==> config.mk <==
export PLATFORM = sky130hd
export DESIGN_NAME = axil_row_bridge_flat
export DESIGN_NICKNAME = d
export VERILOG_FILES = /design/src/source/sram_pkg.sv /design/src/source/sram_port_if.sv /design/src/source/axil_row_bridge.sv /design/src/flat_wrapper.sv
export SDC_FILE = /design/constraint.sdc
export NUM_CORES = 1
export LEC_CHECK = 0
export ABC_AREA = 0
export BUFFER_PORTS_ARGS = -buffer_cell sky130_fd_sc_hd__buf_2
export CAP_MARGIN = 20
export CORE_AREA = 2 2 153 155
export DETAILED_ROUTE_END_ITERATION = 7
export DIE_AREA = 0 0 155 157
export GPL_TIMING_DRIVEN = 0
export PLACE_DENSITY = 0.77
export SLEW_MARGIN = 10
export SYNTH_ARGS = -nofsm -noshare
export SYNTH_HDL_FRONTEND = slang
export SYNTH_SLANG_ARGS = --single-unit
==> constraint.sdc <==
create_clock -name CLK -period 3.9 [get_ports CLK]
set_input_delay 0.195 -clock CLK [delete_from_list [all_inputs] [get_ports CLK]]
set_output_delay 0.195 -clock CLK [all_outputs]
set_load 0.01 [all_outputs]
==> src/source/sram_pkg.sv <==
// Geometry is fixed by the 64x98 macro; offsets at or above REG_LIMIT answer SLVERR
`default_nettype none

package sram_pkg;

  // Array geometry
  localparam int ROW_BITS      = 98;
  localparam int ROW_ADDR_BITS = 6;
  localparam int SEG0_BITS     = 48;
  localparam int SEG1_BITS     = 48;
  localparam int SEG2_BITS     = 2;

  // AXI4-Lite address width, byte addressed
  localparam int AXI_ADDR_BITS = 8;

  // Register map
  // Words 0..3 write the staging row and read the window
  localparam logic [AXI_ADDR_BITS-1:0] REG_WORD0 = 8'h00;
  localparam logic [AXI_ADDR_BITS-1:0] REG_WORD1 = 8'h04;
  localparam logic [AXI_ADDR_BITS-1:0] REG_WORD2 = 8'h08;
  localparam logic [AXI_ADDR_BITS-1:0] REG_WORD3 = 8'h0C;
  localparam logic [AXI_ADDR_BITS-1:0] REG_CMD   = 8'h10;
  // First unmapped offset
  localparam logic [AXI_ADDR_BITS-1:0] REG_LIMIT = 8'h14;

  // Command word fields, op sits in bits 1:0
  localparam int CMD_ROW_LSB  = 8;
  localparam int CMD_MASK_LSB = 16;

  typedef enum logic [1:0] {
    op_none   = 2'd0,
    op_select = 2'd1,
    op_store  = 2'd2
  } cmd_op_e;

  typedef enum logic [1:0] {
    st_idle,
    st_wresp,
    st_rresp
  } bridge_state_e;

  // AXI response codes
  localparam logic [1:0] resp_okay   = 2'b00;
  localparam logic [1:0] resp_slverr = 2'b10;

endpackage

`default_nettype wire

==> src/source/sram_port_if.sv <==
// Strobes are active low; q follows the addressed or held row one clock edge later
`timescale 1ns/1ps
`default_nettype none

interface sram_port_if;

  // Chip enable, low for one access
  logic                             cen;
  // Global write enable, low to write
  logic                             gwen;
  // Row address, captured while cen is low
  logic [sram_pkg::ROW_ADDR_BITS-1:0] a;
  // Write data for the whole row
  logic [sram_pkg::ROW_BITS-1:0]      d;
  // Per-bit write enables, active low
  // Only bits 47, 95 and 97 matter to the array
  logic [sram_pkg::ROW_BITS-1:0]      wen;
  // Read data, re-read every cycle
  logic [sram_pkg::ROW_BITS-1:0]      q;

  // Bridge side
  modport ctrl (
    output cen,
    output gwen,
    output a,
    output d,
    output wen,
    input  q
  );

  // Array side
  modport mem (
    input  cen,
    input  gwen,
    input  a,
    input  d,
    input  wen,
    output q
  );

endinterface

`default_nettype wire

==> src/source/axil_row_bridge.sv <==
// One AXI4-Lite transaction at a time, no bursts, WSTRB ignored, full 32-bit words only
`timescale 1ns/1ps
`default_nettype none

module axil_row_bridge (
  input  logic                               CLK,
  input  logic                               arst_n,
  // Write address and data
  input  logic [sram_pkg::AXI_ADDR_BITS-1:0] awaddr,
  input  logic                               awvalid,
  output logic                               awready,
  input  logic [31:0]                        wdata,
  input  logic                               wvalid,
  output logic                               wready,
  // Write response
  output logic [1:0]                         bresp,
  output logic                               bvalid,
  input  logic                               bready,
  // Read address
  input  logic [sram_pkg::AXI_ADDR_BITS-1:0] araddr,
  input  logic                               arvalid,
  output logic                               arready,
  // Read data
  output logic [31:0]                        rdata,
  output logic [1:0]                         rresp,
  output logic                               rvalid,
  input  logic                               rready,
  // Array port
  sram_port_if.ctrl                          mem
);

  localparam int SEG1_LO = sram_pkg::SEG0_BITS;
  localparam int SEG2_LO = SEG1_LO + sram_pkg::SEG1_BITS;

  sram_pkg::bridge_state_e state_q;
  sram_pkg::bridge_state_e state_d;
  // High while a new request may be taken
  logic                               rdy_q;
  logic                               wr_fire;
  logic                               rd_fire;
  logic                               cmd_hit;
  // Word-aligned write offset and range check
  logic [sram_pkg::AXI_ADDR_BITS-1:0] wr_off;
  logic                               wr_err;
  logic                               rd_err;
  // Staging row and last command word
  logic [sram_pkg::ROW_BITS-1:0]      stage_q;
  logic [31:0]                        cmd_q;
  // Offset of the read in flight
  logic [sram_pkg::AXI_ADDR_BITS-1:0] rd_off_q;
  // Decoded command fields
  sram_pkg::cmd_op_e                  op;
  logic [2:0]                         mask;
  logic [sram_pkg::ROW_BITS-1:0]      seg_wen_n;
  // Port strobes and payload
  logic                               cen_q;
  logic                               gwen_q;
  logic [sram_pkg::ROW_BITS-1:0]      wen_q;
  logic [sram_pkg::ROW_ADDR_BITS-1:0] a_q;
  logic [sram_pkg::ROW_BITS-1:0]      d_q;

  // AW and W only taken together
  assign awready = rdy_q && awvalid && wvalid;
  assign wready  = rdy_q && awvalid && wvalid;
  // Write wins a tie
  assign arready = rdy_q && !(awvalid && wvalid);

  assign wr_fire = rdy_q && awvalid && wvalid;
  assign rd_fire = arready && arvalid;

  assign bvalid = (state_q == sram_pkg::st_wresp);
  assign rvalid = (state_q == sram_pkg::st_rresp);

  // Address decode
  assign wr_off  = {awaddr[sram_pkg::AXI_ADDR_BITS-1:2], 2'b00};
  assign wr_err  = (awaddr >= sram_pkg::REG_LIMIT);
  assign rd_err  = (araddr >= sram_pkg::REG_LIMIT);
  assign cmd_hit = wr_fire && !wr_err && (wr_off == sram_pkg::REG_CMD);

  // Command fields
  assign op   = sram_pkg::cmd_op_e'(wdata[1:0]);
  assign mask = wdata[sram_pkg::CMD_MASK_LSB +: 3];

  // Masked segments get all their wen bits low
  always_comb begin
    seg_wen_n = '1;
    if (mask[0]) begin
      seg_wen_n[SEG1_LO-1:0] = '0;
    end
    if (mask[1]) begin
      seg_wen_n[SEG2_LO-1:SEG1_LO] = '0;
    end
    if (mask[2]) begin
      seg_wen_n[sram_pkg::ROW_BITS-1:SEG2_LO] = '0;
    end
  end

  // Transaction FSM
  always_comb begin
    state_d = state_q;
    case (state_q)
      sram_pkg::st_idle: begin
        if (wr_fire) begin
          state_d = sram_pkg::st_wresp;
        end else if (rd_fire) begin
          state_d = sram_pkg::st_rresp;
        end
      end
      sram_pkg::st_wresp: begin
        if (bready) begin
          state_d = sram_pkg::st_idle;
        end
      end
      sram_pkg::st_rresp: begin
        if (rready) begin
          state_d = sram_pkg::st_idle;
        end
      end
      default: state_d = sram_pkg::st_idle;
    endcase
  end

  always_ff @(posedge CLK or negedge arst_n) begin
    if (!arst_n) begin
      state_q  <= sram_pkg::st_idle;
      rdy_q    <= 1'b0;
      bresp    <= sram_pkg::resp_okay;
      rresp    <= sram_pkg::resp_okay;
      rd_off_q <= '0;
    end else begin
      state_q <= state_d;
      rdy_q   <= (state_d == sram_pkg::st_idle);
      if (wr_fire) begin
        bresp <= wr_err ? sram_pkg::resp_slverr : sram_pkg::resp_okay;
      end
      if (rd_fire) begin
        rresp    <= rd_err ? sram_pkg::resp_slverr : sram_pkg::resp_okay;
        rd_off_q <= {araddr[sram_pkg::AXI_ADDR_BITS-1:2], 2'b00};
      end
    end
  end

  // Staging row and command register, error writes change nothing
  always_ff @(posedge CLK or negedge arst_n) begin
    if (!arst_n) begin
      stage_q <= '0;
      cmd_q   <= '0;
    end else if (wr_fire && !wr_err) begin
      case (wr_off)
        sram_pkg::REG_WORD0: stage_q[31:0]  <= wdata;
        sram_pkg::REG_WORD1: stage_q[63:32] <= wdata;
        sram_pkg::REG_WORD2: stage_q[95:64] <= wdata;
        // Only two row bits live in word 3
        sram_pkg::REG_WORD3: stage_q[97:96] <= wdata[1:0];
        sram_pkg::REG_CMD:   cmd_q          <= wdata;
        default: ;
      endcase
    end
  end

  // One-cycle strobes for select and store
  always_ff @(posedge CLK or negedge arst_n) begin
    if (!arst_n) begin
      cen_q  <= 1'b1;
      gwen_q <= 1'b1;
      wen_q  <= '1;
    end else if (cmd_hit) begin
      cen_q  <= !(op == sram_pkg::op_select || op == sram_pkg::op_store);
      gwen_q <= (op != sram_pkg::op_store);
      wen_q  <= (op == sram_pkg::op_store) ? seg_wen_n : '1;
    end else begin
      cen_q  <= 1'b1;
      gwen_q <= 1'b1;
      wen_q  <= '1;
    end
  end

  // Row and data only matter while cen is low
  always_ff @(posedge CLK) begin
    if (cmd_hit) begin
      a_q <= wdata[sram_pkg::CMD_ROW_LSB +: sram_pkg::ROW_ADDR_BITS];
      d_q <= stage_q;
    end
  end

  assign mem.cen  = cen_q;
  assign mem.gwen = gwen_q;
  assign mem.wen  = wen_q;
  assign mem.a    = a_q;
  assign mem.d    = d_q;

  // Read window, unmapped offsets fall to zero
  always_comb begin
    case (rd_off_q)
      sram_pkg::REG_WORD0: rdata = mem.q[31:0];
      sram_pkg::REG_WORD1: rdata = mem.q[63:32];
      sram_pkg::REG_WORD2: rdata = mem.q[95:64];
      sram_pkg::REG_WORD3: rdata = {30'd0, mem.q[97:96]};
      sram_pkg::REG_CMD:   rdata = cmd_q;
      default:             rdata = '0;
    endcase
  end

  // Write response held until taken
  a_bvalid_hold: assert property (
    @(posedge CLK) disable iff (!arst_n)
    bvalid && !bready |=> bvalid && $stable(bresp)
  ) else $error("axil_row_bridge: bvalid dropped before bready");

  // Read data comes from the array, so this also checks q holds still
  a_rvalid_hold: assert property (
    @(posedge CLK) disable iff (!arst_n)
    rvalid && !rready |=> rvalid && $stable(rdata) && $stable(rresp)
  ) else $error("axil_row_bridge: read response changed before rready");

  // Each command is a single access
  a_cen_pulse: assert property (
    @(posedge CLK) disable iff (!arst_n)
    !mem.cen |=> mem.cen
  ) else $error("axil_row_bridge: cen low for more than one cycle");

endmodule

`default_nettype wire

==> src/flat_wrapper.sv <==
// flat-port wrapper written by rule: the top's interface ports become plain ports
module axil_row_bridge_flat 
  (CLK, arst_n, awaddr, awvalid, awready, wdata, wvalid, wready, bresp, bvalid, bready, araddr, arvalid, arready, rdata, rresp, rvalid, rready, mem_cen, mem_gwen, mem_a, mem_d, mem_wen, mem_q);
  sram_port_if mem_i ();
  input  logic CLK;
  input  logic arst_n;
  input  logic [sram_pkg::AXI_ADDR_BITS-1:0] awaddr;
  input  logic awvalid;
  output logic awready;
  input  logic [31:0] wdata;
  input  logic wvalid;
  output logic wready;
  output logic [1:0] bresp;
  output logic bvalid;
  input  logic bready;
  input  logic [sram_pkg::AXI_ADDR_BITS-1:0] araddr;
  input  logic arvalid;
  output logic arready;
  output logic [31:0] rdata;
  output logic [1:0] rresp;
  output logic rvalid;
  input  logic rready;
  output wire logic [$bits(mem_i.cen)-1:0] mem_cen;
  output wire logic [$bits(mem_i.gwen)-1:0] mem_gwen;
  output wire logic [$bits(mem_i.a)-1:0] mem_a;
  output wire logic [$bits(mem_i.d)-1:0] mem_d;
  output wire logic [$bits(mem_i.wen)-1:0] mem_wen;
  input wire logic [$bits(mem_i.q)-1:0] mem_q;
  assign mem_cen = mem_i.cen;
  assign mem_gwen = mem_i.gwen;
  assign mem_a = mem_i.a;
  assign mem_d = mem_i.d;
  assign mem_wen = mem_i.wen;
  assign mem_i.q = mem_q;
  axil_row_bridge u_core (.CLK(CLK), .arst_n(arst_n), .awaddr(awaddr), .awvalid(awvalid), .awready(awready), .wdata(wdata), .wvalid(wvalid), .wready(wready), .bresp(bresp), .bvalid(bvalid), .bready(bready), .araddr(araddr), .arvalid(arvalid), .arready(arready), .rdata(rdata), .rresp(rresp), .rvalid(rvalid), .rready(rready), .mem(mem_i));
endmodule
==> run_results.csv, run 1 <==
group,metric,value,unit
power,total_power,6.27,mW
status,outcome,"complete, no violations",
logic_synthesis,synth_mux_area_frac,0.155,
critical_path,worstPathArrival,3.05,ns
global_routing,use_met1,0.258,
critical_path,cp-start-kind,"flip-flop",
floorplan,core_area,22500,um^2
logic_synthesis,synth_edf_count,104,
cts,cts_setup_buffers,0,
power,p_per_area,455,nW/um^2
critical_path,worstSetupEndpointType,"primary output",
cts,post_cts_resized,0,
logic_synthesis,synth_xor_area_frac,0,
detailed_routing,drt-initial-drc-count,474,
logic_synthesis,synth_warnings,0,
critical_path,cp.buffers_inverters,3,
logic_synthesis,netlist_top_cells_count,"dfrtp_1, mux2_2, buf_4, edfxtp_1, nand2_1",
logic_synthesis,synth_top_family_by_area,"multiplexers",
critical_path,crit_cells,7,
logic_synthesis,synth_seq_cells,250,
floorplan,die_area,24300,um^2
sta,final.setup_skew,0.00885,ns
place,dp_hpwl,19.2,mm
critical_path,crit_family,"buffers and inverters",
place,portBuffers,391,
detailed_routing,drcViolationCount,0,
logic_synthesis,synth-compound-area-share,0.0385,
logic_synthesis,yosysMostFrequentCell,"dfrtp_1",
detailed_routing,vias,6974,
layout,num-fill-cells,1733,
power,p_sw,1.42,mW
floorplan,initial_core_util,0.449,
cts,clockBufferDepth,3,
power,power_frac_seq,0.485,
floorplan,die_width,155,um
sta,tightest_slew,0.802,ns
power,irDropWorstVdd,0.000342,V
logic_synthesis,synth.top_cell.area_share,0.350,
cts,tritoncts,"built",
critical_path,crit_fanout,10,
floorplan,io_pins,398,
sta,maxSlewViolCount,0,
sta,finalCriticalPeriod,3.25,ns
layout,syn2layout_area_growth,36.5,%
cts,clock_tree.root_cell,"clkbuf_16",
logic_synthesis,synthTopCellsByArea,"dfrtp_1, edfxtp_1, mux2_2",
global_routing,antenna_found_initial,3,
critical_path,required,3.70,ns
power,power_frac_clock,0.412,
power,combPwrFrac,0.103,
critical_path,crit_path_top_delay_cell,"clkbuf_1",
global_routing,grt.total_usage,0.215,
logic_synthesis,syn_area,10100,um^2
detailed_routing,drtAntennaViolNets,0,
critical_path,path_cells,"nor4_1 > and3b_1 > clkbuf_1 > clkbuf_1 > a222oi_1 > nand2_1 > buf_2",
power,power.internal,4.85,mW
layout,final_net_count,1267,
logic_synthesis,synth-adder-area-share,0.00124,
logic_synthesis,yosysSeqAreaShare,0.672,
detailed_routing,via_per_inst,4.91,
detailed_routing,drt_pre_antenna_iters,7,
critical_path,r2r_setup_slack,1.38,ns
logic_synthesis,ys_types,36,
sta,rsz0062_at_grt,"no",
global_routing,grt_max_degree,84,
power,p_leak,6.67,nW
critical_path,setup.worst_path.class,"flip-flop to primary output",
global_routing,grt_pass1_vias,6808,
run,maxCapViolations,0,
sta,fin_crit_sh,0.833,
detailed_routing,wire_per_inst,19.1,um
global_routing,met3_usage,0.0496,
cts,cts_sinks,250,
sta,finalWorstSetupSlack,0.651,ns
place,pre_cts_ws,1.20,ns
logic_synthesis,synthArstFlopShare,0.584,
critical_path,crit_top_cell,"clkbuf_1",
logic_synthesis,syn_area_per_cell,15.5,um^2
sta,fmax,308,MHz
place,gp_congestion,0.825,
hold_path,hold_path_class,"input port to flip-flop",
logic_synthesis,synthFlopType,"dfrtp_1",
sta,slew_headroom,0.465,
logic_synthesis,syn_inst,653,
global_routing,top_usage_layer,"met2",
cts,worstSkewPairLatency,0.52,ns
logic_synthesis,synth-simple-area-share,0.0434,
detailed_routing,wirelength,27.1,mm
sta,final_hold_viol_count,0,
power,p_sw_frac,0.227,
global_routing,grt_first_pass_wirelength,39.8,mm
cts,cts_buffers,26,
cts,htree_levels,1,
floorplan,die_h,157,um
floorplan,row_count,55,
sta,final-setup-viol-count,0,
layout,drive_above_1_share,0.609,
critical_path,r2r_cells,7,
critical_path,max_stage_delay,0.62,ns
global_routing,gr-total-overflow,0,
cts,clk_pin_slew_worst_paths,0.06,ns
logic_synthesis,synth_top_cell_by_area,"dfrtp_1",
hold_path,min_path_cells,2,
global_routing,met2_usage,0.391,
path summary, 6_finish.rpt:
kind / startpoint / to
min reg2reg: u_core.stage_q[36]$_DFFE_PN0P_ / u_core.mem.d[36]$_DFFE_PN_
max: u_core.rd_off_q[4]$_DFFE_PN0P_ / rdata[17]
max reg2reg: u_core.rdy_q$_DFF_PN0_ / u_core.cmd_q[29]$_DFFE_PN0N_
min: wdata[2] / u_core.cmd_q[2]$_DFFE_PN0N_
max in group asynchronous: arst_n / u_core.mem.cen$_DFF_PN1_
min in group asynchronous: arst_n / u_core.cmd_q[11]$_DFFE_PN0N_
cell type report:
class                   count  area, um^2  share of cell area
flip-flops and latches    250        6780               0.492
multi-input cells         274        2410               0.175
repair buffers            431        2400               0.174
plain buffers             126         897              0.0651
clock buffers              40         796              0.0577
well taps                 285         357              0.0259
clock inverters             8         118             0.00853
inverters                   4        15.0             0.00109
diodes                      2        5.00            0.000363
power groups by stage:
stage	clock (mW)	combinational (mW)	sequential, mW
floorplan	0	0.328	3.05
global placement	0	0.591	3.07
detailed placement	0	0.614	3.08
CTS	2.64	0.646	3.04
global route	2.74	0.703	3.06
finish	2.59	0.644	3.04
routing by layer:
metal  vias up  share of wire
met1      3382           0.38
met5         -        0.00048
met3        51          0.077
met2       331           0.52
met4         2          0.024
li1       3208              -
per-stage QoR:
stage | util | area [um^2] | cells | hold slack (ns) | setup TNS [ns]
4_1_cts | 0.612 | 13800 | 1418 | 0.00454 | 0
6_report | 0.612 | 13800 | 1420 | 0.0222 | 0
3_5_place_dp | 0.555 | 12500 | 1332 | 0.199 | 0
3_3_place_gp | 0.552 | 12400 | 1330 | 0.421 | -0.276
2_1_floorplan | - | 10100 | 654 | -0.101 | 0
5_1_grt | 0.612 | 13800 | 1418 | 0.00681 | 0
timing repair:
action | 4_1_cts | 5_1_grt
endpoints found under the hold margin | 189 | 0
setup endpoints to repair | 0 | 0
hold buffers | 38 | 0
kinds of logic (layout without fill, tap and decap cells):
family | after synthesis | in the layout
DFF | 250 | 250
muxes | 139 | 139
buffers and inverters | 130 | 609
and+or+nand+nor | 90 | 90
AOI/OAI and AO/OA | 42 | 42
adders and majority gates | 1 | 1
other | 1 | 4
flip-flops by register name, summed over array words and instances, names as in the netlist:
name / flops
u_core.state_q: 2
u_core.rd_off_q: 6
u_core.mem.d: 98
u_core.mem.a: 6
u_core.mem.wen: 3
u_core.rdy_q: 1
u_core.rresp: 1
u_core.mem.gwen: 1
u_core.mem.cen: 1
u_core.cmd_q: 32
u_core.stage_q: 98
u_core.bresp: 1
cell usage in the layout (no fill, tap or decap), types with 5 or more instances in the layout:
master         synthesis  routed
a222oi_1              30      30
buf_2                  4     393
buf_4                104     104
clkbuf_1              15      22
clkbuf_16              0      28
clkbuf_8               0       5
dfrtp_1              141     141
dfstp_2                5       5
dlygate4sd3_1          0      38
edfxtp_1             104     104
mux2_2               134     134
nand2_1               64      64
Note: power is estimated with default switching activity, not from simulation.
==> inputs of run 2 (changes only) <==
Settings changed: ABC_AREA 0 to 1, CORE_AREA 2 2 153 155 to default, CORE_UTILIZATION from default to 45, DIE_AREA 0 0 155 157 to default.
Clock period 3.9 ns to 3.3 ns, I/O delays scaled along.
==> run 2 against run 1 <==
Hold slack gained 0.078 ns. Sequential share of layout area shrank 2.7 points. Via count grew 35%. Critical path type unchanged. First-iteration DRC count grew 43%.
==> run_results.csv, run 2 <==
group,metric,value,unit
logic_synthesis,syn_area,10900,um^2
layout,syn2layout_area_growth,34.2,%
global_routing,grt_first_pass_wirelength,49.0,mm
detailed_routing,drcViolationCount,0,
critical_path,worstPathArrival,2.63,ns
floorplan,row_count,56,
detailed_routing,drt_pre_antenna_iters,6,
run,maxCapViolations,0,
logic_synthesis,synth_seq_cells,250,
detailed_routing,drt-initial-drc-count,676,
sta,final_hold_viol_count,0,
cts,clk_pin_slew_worst_paths,0.06,ns
logic_synthesis,netlist_top_cells_count,"nand2_1, dfrtp_1, nand3_1",
global_routing,gr-total-overflow,0,
logic_synthesis,synth_edf_count,104,
sta,maxSlewViolCount,0,
sta,fin_setup_tns,0,ns
sta,finalCriticalPeriod,2.79,ns
cts,worstSkewPairLatency,0.52,ns
logic_synthesis,synth_warnings,0,
global_routing,grt_max_degree,104,
layout,final_util,0.617,
floorplan,io_pins,398,
place,pre_cts_ws,0.893,ns
status,outcome,"complete, no violations",
place,placed_area,13300,um^2
detailed_routing,wirelength,33.3,mm
sta,finalWorstSetupSlack,0.507,ns
cts,clockBufferDepth,3,
critical_path,worstSetupEndpointType,"primary output",
sta,final.setup_skew,0.0103,ns
sta,fin_crit_sh,0.846,
detailed_routing,via_per_inst,4.88,
power,irDropWorstVdd,0.000351,V
critical_path,required,3.13,ns
global_routing,met3_usage,0.0443,
cts,htree_levels,1,
layout,fin_area,14600,um^2
cts,cts_buffers,27,
layout,final_cell_mix,"buf_2, nand2_1, dfrtp_1",
detailed_routing,vias,9418,
critical_path,cp-start-kind,"flip-flop",
global_routing,met2_usage,0.440,
logic_synthesis,synthArstFlopShare,0.584,
detailed_routing,wire_per_inst,17.3,um
critical_path,setup.worst_path.class,"flip-flop to primary output",
floorplan,die_h,157,um
logic_synthesis,syn_area_per_cell,9.69,um^2
logic_synthesis,ys_types,28,
layout,final_net_count,1743,
cts,cts_sinks,250,
layout,drive_above_1_share,0.358,
place,dp_hpwl,24.9,mm
logic_synthesis,synth.top_cell.area_share,0.325,
power,total_power,7.02,mW
floorplan,die_area,24800,um^2
sta,rsz0062_at_grt,"no",
cts,tritoncts,"built",
global_routing,antenna_found_initial,3,
hold_path,hold_path_class,"input port to flip-flop",
logic_synthesis,yosysMostFrequentCell,"nand2_1",
sta,tightest_slew,0.755,ns
global_routing,grt_pass1_vias,8810,
place,portBuffers,391,
cts,clock_tree.root_cell,"clkbuf_16",
cts,post_cts_resized,0,
floorplan,initial_core_util,0.460,
sta,fmax,358,MHz
global_routing,use_met1,0.343,
place,gp_congestion,0.940,
sta,final-setup-viol-count,0,
global_routing,grt.total_usage,0.263,
layout,layout_commonest_cell,"buf_2",
logic_synthesis,synth_top_cell_by_area,"dfrtp_1",
power,p_per_area,481,nW/um^2
logic_synthesis,yosysSeqAreaShare,0.624,
logic_synthesis,synthFlopType,"dfrtp_1",
logic_synthesis,syn_inst,1122,
floorplan,die_width,157,um
global_routing,top_usage_layer,"met2",
logic_synthesis,synthTopCellsByArea,"dfrtp_1, edfxtp_1, nand2_1",
power,p_leak,7.61,nW
sta,slew_headroom,0.497,
floorplan,core_area,23600,um^2
detailed_routing,drtAntennaViolNets,0,
critical_path,crit_fanout,10,
[run 2: cell types whose count changed after synthesis, sizes merged, moves of 22 or more]
cell | previous run | this run
o21ai | 3 | 66
mux2 | 137 | 0
inv | 4 | 118
a222oi | 30 | 0
nor2 | 4 | 96
a21oi | 2 | 24
nand3 | 4 | 120
nand2 | 64 | 268
[run 2: report_power, final]
| part | leakage [nW] | total [mW] | internal, mW | switching (mW) |
|---|---|---|---|---|
| Clock | 0.409 | 2.82 | 1.65 | 1.17 |
| Sequential | 3.07 | 3.43 | 3.35 | 0.0783 |
| Combinational | 4.14 | 0.771 | 0.263 | 0.508 |
[run 2: kinds of logic (layout without fill, tap and decap cells)]
family,after synthesis,count (layout),synth area share
buffers and inverters,269,755,0.132
DFF,250,250,0.624
and+or+nand+nor,507,507,0.198
adders and majority gates,1,1,0.00115
other,1,5,0.000345
AOI/OAI and AO/OA,94,94,0.0442
[run 2: area by class of cell]
cell class	instances	area, um^2
Clock inverter	9	68.8
Buffer	150	987
Sequential cell	250	6780
Timing Repair Buffer	437	2470
Fill cell	1973	9030
Inverter	119	450
Multi-Input combinational cell	604	2660
Clock buffer	40	754
Antenna cell	3	7.51
Tap cell	319	399
[run 2: worst max-delay path, stage by stage, from the launching register on]
cell and delay, ns:
dfrtp_1 0.40, nor2_1 0.26, nand2_1 0.09, nor2_1 0.15
clkbuf_1 0.52, nand2_1 0.24, nand3_1 0.26, buf_2 0.17
[run 2: per-layer routing]
layer	up-vias	routed length [um]	share of wire
met5	-	0	0
met4	0	1000	0.030
met3	64	2490	0.075
met2	457	16300	0.49
met1	4439	13500	0.41
li1	4458	-	-
[run 2: path summary, 6_finish.rpt]
path / start / to / slack [ns] / cells after the start
max: u_core.rd_off_q[5]$_DFFE_PN0P_ / rdata[28] / 0.51 / 7
min: arvalid / u_core.state_q[1]$_DFF_PN0_ / 0.10 / 3
max reg2reg: u_core.rdy_q$_DFF_PN0_ / u_core.mem.d[57]$_DFFE_PN_ / 0.86 / 7
min reg2reg: u_core.stage_q[40]$_DFFE_PN0P_ / u_core.mem.d[40]$_DFFE_PN_ / 0.44 / 0
max in group asynchronous: arst_n / u_core.stage_q[57]$_DFFE_PN0P_ / 2.33 / 3
min in group asynchronous: arst_n / u_core.rresp[1]$_DFFE_PN0P_ / 0.12 / 2
[run 2: metrics by stage]
stage / hold slack [ns] / instances
finish: 0.100 / 1931
global placement: 0.364 / 1833
detailed placement: 0.0785 / 1837
CTS: 0.0773 / 1928
global route: 0.129 / 1931
floorplan: -0.131 / 1123
[run 2: repair_timing]
action	in CTS	in global routing
setup buffers	0	0
endpoints found under the setup margin	0	0
endpoints found under the hold margin	170	0
hold buffers	42	0
